===== src/source/timetag_pkg.sv =====
`default_nettype none

package timetag_pkg;

	// Host command framing
	localparam logic [7:0] CMD_HEADER = 8'hAA;
	localparam int CMD_MAX_LEN = 4;

	localparam logic [7:0] REG_TAG_CTRL = 8'h01;
	localparam logic [7:0] REG_SEQ_CTRL = 8'h02;
	localparam logic [7:0] REG_SEQ_HIGH = 8'h04;
	localparam logic [7:0] REG_SEQ_LOW = 8'h05;
	localparam logic [7:0] REG_SEQ_MASK = 8'h06;

	// Parser FSM encoding
	localparam logic [1:0] PARSE_HUNT = 2'd0;
	localparam logic [1:0] PARSE_LENGTH = 2'd1;
	localparam logic [1:0] PARSE_ADDRESS = 2'd2;
	localparam logic [1:0] PARSE_PAYLOAD = 2'd3;

	localparam int NUM_DETECTORS = 4;
	localparam int NUM_LASERS = 4;
	localparam int TIME_WIDTH = 28;
	localparam int COUNT_WIDTH = 16;

	localparam int FIFO_DEPTH = 16;
	localparam int FIFO_ADDR_WIDTH = $clog2(FIFO_DEPTH);

	localparam logic [3:0] MARKER_KIND = 4'hF;

	// One 32-bit record word, either a detector tag or a run marker
	typedef union packed {
		struct packed {
			logic [3:0] channel;
			logic [TIME_WIDTH-1:0] timestamp;
		} tag;
		struct packed {
			logic [3:0] kind;
			logic [22:0] reserved;
			logic running;
			logic [3:0] mask;
		} marker;
	} event_record_t;

endpackage

`default_nettype wire

===== src/source/timetag_top.sv =====
`timescale 1ns/1ps
`default_nettype none

module timetag_top import timetag_pkg::*; (
	input wire clk,
	input wire reset,
	input wire [7:0] cmd_data,
	input wire cmd_valid,
	output logic cmd_ready,
	input wire [NUM_DETECTORS-1:0] detectors,
	output logic [NUM_LASERS-1:0] laser_en,
	output logic [7:0] out_data,
	output logic out_valid,
	input wire out_ready
);

	logic reg_wr;
	logic [7:0] reg_addr;
	logic [31:0] reg_data;
	logic [NUM_DETECTORS-1:0] tag_mask;
	logic tag_run;
	logic tag_event;
	logic seq_run;
	logic [COUNT_WIDTH-1:0] seq_high;
	logic [COUNT_WIDTH-1:0] seq_low;
	logic [NUM_LASERS-1:0] seq_mask;
	logic [31:0] rec_data;
	logic rec_valid;
	logic rec_ready;
	logic [31:0] fifo_data;
	logic fifo_valid;
	logic fifo_ready;

	cmd_parser parser (
		.clk(clk), .reset(reset),
		.cmd_data(cmd_data), .cmd_valid(cmd_valid), .cmd_ready(cmd_ready),
		.reg_wr(reg_wr), .reg_addr(reg_addr), .reg_data(reg_data)
	);

	control_regs regs (
		.clk(clk), .reset(reset),
		.reg_wr(reg_wr), .reg_addr(reg_addr), .reg_data(reg_data),
		.tag_mask(tag_mask), .tag_run(tag_run), .tag_event(tag_event),
		.seq_run(seq_run), .seq_high(seq_high), .seq_low(seq_low), .seq_mask(seq_mask)
	);

	pulse_sequencer sequencer (
		.clk(clk), .reset(reset),
		.seq_run(seq_run), .seq_high(seq_high), .seq_low(seq_low), .seq_mask(seq_mask),
		.laser_en(laser_en)
	);

	detector_tagger tagger (
		.clk(clk), .reset(reset),
		.detectors(detectors), .tag_mask(tag_mask), .tag_run(tag_run),
		.tag_event(tag_event),
		.rec_data(rec_data), .rec_valid(rec_valid), .rec_ready(rec_ready)
	);

	record_fifo fifo (
		.clk(clk), .reset(reset),
		.rec_data(rec_data), .rec_valid(rec_valid), .rec_ready(rec_ready),
		.fifo_data(fifo_data), .fifo_valid(fifo_valid), .fifo_ready(fifo_ready)
	);

	record_serializer serializer (
		.clk(clk), .reset(reset),
		.fifo_data(fifo_data), .fifo_valid(fifo_valid), .fifo_ready(fifo_ready),
		.out_data(out_data), .out_valid(out_valid), .out_ready(out_ready)
	);

endmodule

`default_nettype wire


===== src/source/record_serializer.sv =====
`timescale 1ns/1ps
`default_nettype none

module record_serializer (
	input wire clk,
	input wire reset,
	input wire [31:0] fifo_data,
	input wire fifo_valid,
	output logic fifo_ready,
	output logic [7:0] out_data,
	output logic out_valid,
	input wire out_ready
);

	logic [31:0] word;
	logic [1:0] byte_idx;
	logic full;

	assign fifo_ready = !full;
	assign out_valid = full;
	assign out_data = word[byte_idx*8 +: 8];

	always_ff @(posedge clk) begin
		if (reset) begin
			full <= 1'b0;
			byte_idx <= 2'd0;
		end else if (fifo_valid && fifo_ready) begin
			full <= 1'b1;
			byte_idx <= 2'd0;
		end else if (out_valid && out_ready) begin
			// Last byte gone frees the holding register
			if (byte_idx == 2'd3)
				full <= 1'b0;
			byte_idx <= byte_idx + 2'd1;
		end
	end

	always_ff @(posedge clk) begin
		if (fifo_valid && fifo_ready)
			word <= fifo_data;
	end

endmodule

`default_nettype wire


===== src/source/record_fifo.sv =====
`timescale 1ns/1ps
`default_nettype none

module record_fifo import timetag_pkg::*; (
	input wire clk,
	input wire reset,
	input wire [31:0] rec_data,
	input wire rec_valid,
	output logic rec_ready,
	output logic [31:0] fifo_data,
	output logic fifo_valid,
	input wire fifo_ready
);

	logic [31:0] mem [FIFO_DEPTH];
	logic [FIFO_ADDR_WIDTH-1:0] wr_ptr;
	logic [FIFO_ADDR_WIDTH-1:0] rd_ptr;
	logic [FIFO_ADDR_WIDTH:0] count;
	logic do_write;
	logic do_read;

	assign rec_ready = count != FIFO_DEPTH;
	assign fifo_valid = count != '0;
	assign fifo_data = mem[rd_ptr];
	assign do_write = rec_valid && rec_ready;
	assign do_read = fifo_valid && fifo_ready;

	always_ff @(posedge clk) begin
		if (reset) begin
			wr_ptr <= '0;
			rd_ptr <= '0;
			count <= '0;
		end else begin
			if (do_write)
				wr_ptr <= wr_ptr + 1'b1;
			if (do_read)
				rd_ptr <= rd_ptr + 1'b1;
			if (do_write && !do_read)
				count <= count + 1'b1;
			else if (do_read && !do_write)
				count <= count - 1'b1;
		end
	end

	always_ff @(posedge clk) begin
		if (do_write)
			mem[wr_ptr] <= rec_data;
	end

endmodule

`default_nettype wire


===== src/source/detector_tagger.sv =====
`timescale 1ns/1ps
`default_nettype none

module detector_tagger import timetag_pkg::*; (
	input wire clk,
	input wire reset,
	input wire [NUM_DETECTORS-1:0] detectors,
	input wire [NUM_DETECTORS-1:0] tag_mask,
	input wire tag_run,
	input wire tag_event,
	output logic [31:0] rec_data,
	output logic rec_valid,
	input wire rec_ready
);

	logic [NUM_DETECTORS-1:0] sync_a;
	logic [NUM_DETECTORS-1:0] sync_b;
	logic [NUM_DETECTORS-1:0] sync_prev;
	logic [NUM_DETECTORS-1:0] edges;
	logic [NUM_DETECTORS-1:0] accept;
	logic [NUM_DETECTORS-1:0] take;
	logic [NUM_DETECTORS-1:0] pending;
	logic [TIME_WIDTH-1:0] pending_time [NUM_DETECTORS];
	logic [TIME_WIDTH-1:0] timestamp;
	logic marker_pending;
	logic marker_run;
	logic [NUM_DETECTORS-1:0] marker_mask;
	logic offer;
	logic pick_found;
	logic [$clog2(NUM_DETECTORS)-1:0] pick;
	event_record_t rec_q;

	assign edges = sync_b & ~sync_prev & tag_mask;
	assign offer = !rec_valid || rec_ready;

	// Lowest pending channel wins
	always_comb begin
		pick = '0;
		pick_found = 1'b0;
		for (int i = NUM_DETECTORS - 1; i >= 0; i--) begin
			if (pending[i]) begin
				pick = i[$clog2(NUM_DETECTORS)-1:0];
				pick_found = 1'b1;
			end
		end
	end

	assign take = (offer && !marker_pending && pick_found) ?
		(NUM_DETECTORS'(1) << pick) : '0;
	// A slot freed this cycle can catch a new edge
	assign accept = edges & (~pending | take);

	always_ff @(posedge clk) begin
		if (reset) begin
			sync_a <= '0;
			sync_b <= '0;
			sync_prev <= '0;
			timestamp <= '0;
			pending <= '0;
			marker_pending <= 1'b0;
			rec_valid <= 1'b0;
		end else begin
			sync_a <= detectors;
			sync_b <= sync_a;
			sync_prev <= sync_b;
			if (tag_event)
				timestamp <= '0;
			else if (tag_run)
				timestamp <= timestamp + 1'b1;
			pending <= (pending & ~take) | accept;
			if (tag_event)
				marker_pending <= 1'b1;
			else if (offer)
				marker_pending <= 1'b0;
			if (offer)
				rec_valid <= marker_pending || pick_found;
		end
	end

	always_ff @(posedge clk) begin
		for (int i = 0; i < NUM_DETECTORS; i++) begin
			if (accept[i])
				pending_time[i] <= timestamp;
		end
		if (tag_event) begin
			marker_run <= tag_run;
			marker_mask <= tag_mask;
		end
		if (offer) begin
			if (marker_pending) begin
				rec_q.marker.kind <= MARKER_KIND;
				rec_q.marker.reserved <= '0;
				rec_q.marker.running <= marker_run;
				rec_q.marker.mask <= marker_mask;
			end else begin
				rec_q.tag.channel <= 4'(pick);
				rec_q.tag.timestamp <= pending_time[pick];
			end
		end
	end

	assign rec_data = rec_q;

endmodule

`default_nettype wire


===== src/source/pulse_sequencer.sv =====
`timescale 1ns/1ps
`default_nettype none

module pulse_sequencer import timetag_pkg::*; (
	input wire clk,
	input wire reset,
	input wire seq_run,
	input wire [COUNT_WIDTH-1:0] seq_high,
	input wire [COUNT_WIDTH-1:0] seq_low,
	input wire [NUM_LASERS-1:0] seq_mask,
	output logic [NUM_LASERS-1:0] laser_en
);

	logic active;
	logic phase;
	logic [COUNT_WIDTH-1:0] count;
	logic [COUNT_WIDTH-1:0] high_load;
	logic [COUNT_WIDTH-1:0] low_load;

	// Counter runs down to zero, so load length minus one; zero acts as one
	assign high_load = (seq_high == '0) ? '0 : seq_high - 1'b1;
	assign low_load = (seq_low == '0) ? '0 : seq_low - 1'b1;

	always_ff @(posedge clk) begin
		if (reset) begin
			active <= 1'b0;
			phase <= 1'b0;
			count <= '0;
		end else begin
			active <= seq_run;
			if (!seq_run) begin
				phase <= 1'b0;
				count <= '0;
			end else if (!active) begin
				// Start always opens with the high phase
				phase <= 1'b1;
				count <= high_load;
			end else if (count == '0) begin
				phase <= !phase;
				count <= phase ? low_load : high_load;
			end else begin
				count <= count - 1'b1;
			end
		end
	end

	assign laser_en = {NUM_LASERS{phase}} & seq_mask;

endmodule

`default_nettype wire


===== src/source/control_regs.sv =====
`timescale 1ns/1ps
`default_nettype none

module control_regs import timetag_pkg::*; (
	input wire clk,
	input wire reset,
	input wire reg_wr,
	input wire [7:0] reg_addr,
	input wire [31:0] reg_data,
	output logic [NUM_DETECTORS-1:0] tag_mask,
	output logic tag_run,
	output logic tag_event,
	output logic seq_run,
	output logic [COUNT_WIDTH-1:0] seq_high,
	output logic [COUNT_WIDTH-1:0] seq_low,
	output logic [NUM_LASERS-1:0] seq_mask
);

	always_ff @(posedge clk) begin
		if (reset) begin
			tag_mask <= '0;
			tag_event <= 1'b0;
			seq_run <= 1'b0;
			seq_high <= '0;
			seq_low <= '0;
			seq_mask <= '0;
		end else begin
			tag_event <= 1'b0;
			if (reg_wr) begin
				case (reg_addr)
					REG_TAG_CTRL: begin
						tag_mask <= reg_data[NUM_DETECTORS-1:0];
						tag_event <= 1'b1;
					end
					REG_SEQ_CTRL: seq_run <= reg_data[0];
					REG_SEQ_HIGH: seq_high <= reg_data[COUNT_WIDTH-1:0];
					REG_SEQ_LOW: seq_low <= reg_data[COUNT_WIDTH-1:0];
					REG_SEQ_MASK: seq_mask <= reg_data[NUM_LASERS-1:0];
					default: ;
				endcase
			end
		end
	end

	// Any enabled detector means tagging is running
	assign tag_run = |tag_mask;

endmodule

`default_nettype wire


===== src/source/cmd_parser.sv =====
`timescale 1ns/1ps
`default_nettype none

module cmd_parser import timetag_pkg::*; (
	input wire clk,
	input wire reset,
	input wire [7:0] cmd_data,
	input wire cmd_valid,
	output logic cmd_ready,
	output logic reg_wr,
	output logic [7:0] reg_addr,
	output logic [31:0] reg_data
);

	logic [1:0] state;
	logic [2:0] remaining;
	logic [1:0] byte_idx;
	logic take;

	assign take = cmd_valid && cmd_ready;

	always_ff @(posedge clk) begin
		if (reset) begin
			cmd_ready <= 1'b0;
			reg_wr <= 1'b0;
			state <= PARSE_HUNT;
			remaining <= 3'd0;
			byte_idx <= 2'd0;
		end else begin
			// Never stalls, so ready just follows reset release
			cmd_ready <= 1'b1;
			reg_wr <= 1'b0;
			if (take) begin
				case (state)
					PARSE_HUNT: begin
						if (cmd_data == CMD_HEADER)
							state <= PARSE_LENGTH;
					end
					PARSE_LENGTH: begin
						if (cmd_data != 8'd0 && cmd_data <= CMD_MAX_LEN) begin
							remaining <= cmd_data[2:0];
							state <= PARSE_ADDRESS;
						end else begin
							state <= PARSE_HUNT;
						end
					end
					PARSE_ADDRESS: begin
						byte_idx <= 2'd0;
						state <= PARSE_PAYLOAD;
					end
					default: begin
						byte_idx <= byte_idx + 2'd1;
						remaining <= remaining - 3'd1;
						if (remaining == 3'd1) begin
							reg_wr <= 1'b1;
							state <= PARSE_HUNT;
						end
					end
				endcase
			end
		end
	end

	// Address and payload bytes, least significant byte first
	always_ff @(posedge clk) begin
		if (take && state == PARSE_ADDRESS) begin
			reg_addr <= cmd_data;
			reg_data <= '0;
		end else if (take && state == PARSE_PAYLOAD) begin
			reg_data[byte_idx*8 +: 8] <= cmd_data;
		end
	end

endmodule

`default_nettype wire


===== config.mk =====
export PLATFORM = sky130hd
export DESIGN_NAME = timetag_top
export DESIGN_NICKNAME = d
export VERILOG_FILES = /design/src/source/timetag_pkg.sv /design/src/source/timetag_top.sv /design/src/source/record_serializer.sv /design/src/source/record_fifo.sv /design/src/source/detector_tagger.sv /design/src/source/pulse_sequencer.sv /design/src/source/control_regs.sv /design/src/source/cmd_parser.sv
export SDC_FILE = /design/constraint.sdc
export NUM_CORES = 1
export LEC_CHECK = 0
export ABC_AREA = 1
export ABC_CLOCK_PERIOD_IN_PS = 3300
export BUFFER_PORTS_ARGS = -buffer_cell sky130_fd_sc_hd__buf_2
export CORE_UTILIZATION = 50
export CTS_BUF_LIST = sky130_fd_sc_hd__clkbuf_2 sky130_fd_sc_hd__clkbuf_4 sky130_fd_sc_hd__clkbuf_8
export DETAILED_ROUTE_END_ITERATION = 16
export GPL_ROUTABILITY_DRIVEN = 0
export GPL_TIMING_DRIVEN = 1
export PLACE_DENSITY_LB_ADDON = 0.15
export SLEW_MARGIN = 25
export SYNTH_ARGS = -nofsm -noshare
export SYNTH_HDL_FRONTEND = slang
export SYNTH_HIERARCHICAL = 1
export SYNTH_SLANG_ARGS = --single-unit

===== constraint.sdc =====
create_clock -name clk -period 3.3 [get_ports clk]
set_input_delay 0.165 -clock clk [delete_from_list [all_inputs] [get_ports clk]]
set_output_delay 0.165 -clock clk [all_outputs]
set_load 0.05 [all_outputs]

; ---- Word-level counts from Yosys, hierarchy flattened
; Memories as Yosys holds them, arrays and structs flattened. A register that Yosys moved wholly into a read port is not among the register bits.
; Index checks and enable logic that the tools add are counted.
[totals]
register_bits = 208
ramBits = 624
inputBits = 16
out_inout_bits = 14
wordCells = 173
mem_count = 2
[memory_table]
columns = memory, words, word_bits, read_ports, rd_clocked_by_memory_dff, write_ports, line
row1 = fifo.mem, 16, 32, 1, 1, 1, record_fifo.sv:15  ; logic [31:0] mem [FIFO_DEPTH];
row2 = tagger.pending_time, 4, 28, 1, 0, 4, detector_tagger.sv:23  ; logic [TIME_WIDTH-1:0] pending_time [NUM_DETECTORS];
[classes]
addsub = 12
order_cmp = 1
n_eq_ne = 15
shift = 4
mux = 45
bitwise = 15
n_reduce_logical = 47
[op_table]
columns = operator, count
row1 = 2-to-1 mux 16 bit, 5
row2 = logical NOT 16 bit, 3
row3 = subtractor 16 x 1 -> 16 bit (second input constant), 3
row4 = negator 5 -> 34 bit, 1
row5 = variable shift 8 x 34 -> 32 bit (first input constant), 1
row6 = variable part select 8 x 34 -> 32 bit, 1
row7 = bitwise mux 32 bit, 1
row8 = 2-to-1 mux 32 bit, 1
row9 = variable part select 32 x 6 -> 8 bit, 1
row10 = adder 28 x 1 -> 28 bit (second input constant), 1
row11 = equality test 8 x 3 -> 1 bit (second input constant), 3
row12 = 2-to-1 mux 1 bit, 24
row13 = bitwise AND 4 bit, 5
row14 = 2-to-1 mux 2 bit, 7
row15 = AND reduction 2 bit, 7
row16 = inverter 4 bit, 3
row17 = OR reduction 2 bit, 6
row18 = logical AND 1 bit, 11
row19 = 2-to-1 mux 5 bit, 2
row20 = adder 4 x 1 -> 4 bit (second input constant), 2
row21 = equality test 8 x 1 -> 1 bit (second input constant), 1
row22 = equality test 8 x 2 -> 1 bit (second input constant), 1
row23 = equality test 8 bit (second input constant), 1
row24 = less-or-equal comparator 8 x 3 -> 1 bit (second input constant), 1
row25 = 28 further kinds, 47

; ---- Longest topological paths before layout
[depth]
word_depth = 10
mapped_depth = 13
mapped_depth_nobuf = 13

; ---- Modules after synthesis
; Netlist, hierarchy kept.
[modules_own_cells]
columns = mod, instances, cells_per_inst, area_per_inst_um2, seq_area_each_um2
row1 = record_fifo, 1, 2200, 22935.7, 15715.1
row2 = detector_tagger, 1, 725, 7679.9, 5365.1
row3 = cmd_parser, 1, 251, 2215.9, 1061.0
row4 = pulse_sequencer, 1, 402, 2187.1, 360.3
row5 = control_regs, 1, 263, 1850.5, 840.8
row6 = record_serializer, 1, 146, 1525.2, 1021.0

; ---- Worst setup path after synthesis
; Ideal clock, no wire load.
[synth_path]
kind = reg-to-reg
start = register tagger.pending[0]
end = memory tagger.pending_time[3][0], enable pin
setup_time_ps = 422
arrival_ps = 2368
required_time_ps = 2878
path_slack_ps = 510
stages_incl_launch_ff = 5
n_path_buf = 1
period_less_slack_ps = 2790
cell_sequence = dfxtp_1 > nor2_4 > clkbuf_1 > nand3_1 > a21oi_1
[synth_lines]
columns = item, line
row1 = from (decl), detector_tagger.sv:22  ; logic [NUM_DETECTORS-1:0] pending;
row2 = from (signal assigned), detector_tagger.sv:70  ; pending <= (pending & ~take) | accept;
row3 = to (decl), detector_tagger.sv:23

; ---- Final worst setup path
[layout_path]
start = register serializer.byte_idx[1]
end = output out_data[1]
[layout_via]
elab_chain_cells = 1
[layout_rtl]
columns = item, line
row1 = from (decl), record_serializer.sv:16  ; logic [1:0] byte_idx;
row2 = from (signal assigned), record_serializer.sv:34  ; byte_idx <= byte_idx + 2'd1;
row3 = variable part select 32 x 6 -> 8 bit, record_serializer.sv:21  ; assign out_data = word[byte_idx*8 +: 8];
row4 = to (decl), timetag_top.sv:12  ; output logic [7:0] out_data,
; No other way between the ends.

==> impl_metrics.env <==
export IMPL_port_buffers=29
export IMPL_cts_htree_levels=4
export IMPL_timing_final_ws_setup_ns=0.727
export IMPL_fin_worst_skew_ns=0.0327
export IMPL_critPathKind="reg2out"
export IMPL_layout_drive_gt1_share_pct=10.4
export IMPL_drt_pass1_iter_count=5
export IMPL_syn2layout_area_growth_pct=11.1
export IMPL_dieArea_sq_um=76600
export IMPL_period_share_pct=78.0
export IMPL_syn_area_per_cell_sq_um=9.63
export IMPL_pre_cts_ws_ns=0.882
export IMPL_grt_pass1_vias=24577
export IMPL_finalNetCount=4064
export IMPL_power_uw=26600
export IMPL_max_freq_mhz=389
export IMPL_finalSetupViolations=0
export IMPL_grt_usage_pct=23.2
export IMPL_maxCapViolCount=0
export IMPL_cts_made_buffers=143
export IMPL_vdd_drop_max_uv=579
export IMPL_gr_total_overflow=0
export IMPL_die_x_um=277
export IMPL_ff2ff_path_depth=7
export IMPL_drt_iter0_markers=1934
export IMPL_dp_hpwl_mm=53.5
export IMPL_cts_root_buf="clkbuf_8"
export IMPL_min_period_ns=2.57
export IMPL_core_area_sq_um=74600
export IMPL_hold_path_depth=2
export IMPL_clock_latency_ns=0.78
export IMPL_status="completed"
export IMPL_powerDensity_nw_per_um2=635
export IMPL_grt_start_max_net_pins=129
export IMPL_slew_headroom_pct=40.1
export IMPL_wl_mm=87.7
export IMPL_hold_viol=0
export IMPL_io_pins=30
export IMPL_register_area_sq_um=24100
export IMPL_clock_sinks=851
export IMPL_cts_tree="done"
export IMPL_worst_pin_slew_ns=0.897
export IMPL_drc=0
export IMPL_power_leakage_uw=0.0182
export IMPL_synthCells=3922
export IMPL_ff2ff_setup_slack_ns=0.84
export IMPL_wl_per_cell_um=17.2
export IMPL_rows=100
export IMPL_grt_pass1_wl_mm=138
export IMPL_cp_start_kind="register"
export IMPL_fillers=6601
export IMPL_ctsLongestPathBuffers=3
export IMPL_antenna_found_initial=1
export IMPL_synth_nets=3963
export IMPL_endpoint="out_data[1]"
export IMPL_arrival_ns=2.41
export IMPL_die_h_um=277
export IMPL_viasPerCell=5.03
export IMPL_netlist_area_sq_um=37800
export IMPL_path_clk_slew_ns=0.05
export IMPL_antenna_left=0
export IMPL_end_kind="output port"
export IMPL_vias=25647
export IMPL_cts_resized=0
export IMPL_fin_hold_ws_ns=0.196
export IMPL_grt_setup_unrepaired="no"
export IMPL_path_max_fanout=11
export IMPL_multi_input_area_sq_um=10400
export IMPL_reg2reg_from="fifo/count[0]$_SDFFE_PP0P_"
export IMPL_yosysWarnings=6
export IMPL_hold_path_class="in2reg"
export IMPL_reg2reg_to="fifo/mem[2][14]$_DFFE_PP_"
export IMPL_fin_setup_tns_ns=0
export IMPL_crit_path_start="serializer/byte_idx[1]$_SDFFE_PP0P_"
export IMPL_critPathRequiredTime_ns=3.13
export IMPL_postCtsHoldBufs=20
export IMPL_finalMaxSlewViolations=0
export IMPL_initial_core_util_pct=50.6
export IMPL_post_cts_repair_setup_buffers=0
==> worst min-delay path by stage <==
stage	from	endpoint	slack, ns
global placement	detectors[0]	tagger/sync_a[0]$_SDFF_PP0_	0.37
global route	cmd_data[6]	parser/reg_addr[6]$_DFFE_PP_	0.16
detailed placement	detectors[2]	tagger/sync_a[2]$_SDFF_PP0_	0.37
floorplan	reset	fifo/wr_ptr[2]$_SDFFE_PP0P_	0.23
finish	cmd_data[4]	parser/reg_addr[4]$_DFFE_PP_	0.20
CTS	cmd_data[6]	parser/reg_addr[6]$_DFFE_PP_	0.12
==> placed cells by master (no fill, tap or decap), types with 17 or more instances in the layout <==
master	n
nor2_1	249
edfxtp_1	700
buf_2	29
clkbuf_8	155
nor2_2	18
a21oi_1	99
nand3_1	551
ha_1	24
o21ai_0	39
nand2_2	17
buf_4	45
clkinv_1	26
clkbuf_4	52
nand2_1	1172
buf_12	18
nor2_4	30
dlygate4sd3_1	20
dfxtp_1	147
inv_1	594
==> flip-flops by register name, summed over array words and instances, names as in the netlist, 5 cells and up, named ones only <==
register / cells
fifo/mem: 512
tagger/pending_time: 112
serializer/word: 32
tagger/rec_data: 31
tagger/timestamp: 28
parser/reg_data: 16
regs/seq_high: 16
regs/seq_low: 16
sequencer/count: 16
parser/reg_addr: 8
fifo/count: 5
==> power breakdown <==
group          switching [uW]  internal (uW)  total, uW
sequential                170          11900      12100
clock                    4130           5220       9350
combinational            3710           1500       5200
==> per-stage QoR <==
step	std cells	utilization, %	area (sq um)
after floorplan	3922	-	37800
after global placement	4827	52.1	38900
after detailed placement	4827	52.1	38900
after CTS	5098	56.2	41900
after global routing	5099	56.2	41900
final	5099	56.2	41900
==> per-layer routing <==
metal  share of wire [%]  vias to the layer above  GRT usage, %
met5                   0                        -             0
met4                 2.1                        0          7.22
met3                 4.7                      145          3.72
met2                  47                      568          37.7
met1                  46                    12079          32.0
li1                    -                    12855             -
==> layout make-up <==
cell class / count / share of cell area, %
Multi-Input combinational cell: 2299 / 24.9
Antenna cell: 1 / 0.00597
Inverter: 616 / 5.57
Timing Repair Buffer: 112 / 2.49
Tap cell: 969 / 2.89
Clock buffer: 207 / 6.02
Sequential cell: 851 / 57.4
Clock inverter: 44 / 0.785
==> worst max-delay path: stages, from the launching register on <==
cell	delay, ns
dfxtp_1	0.83
inv_2	0.28
nand3_1	0.20
nand2_1	0.08
buf_2	0.22
(Power assumes the default switching activity.)
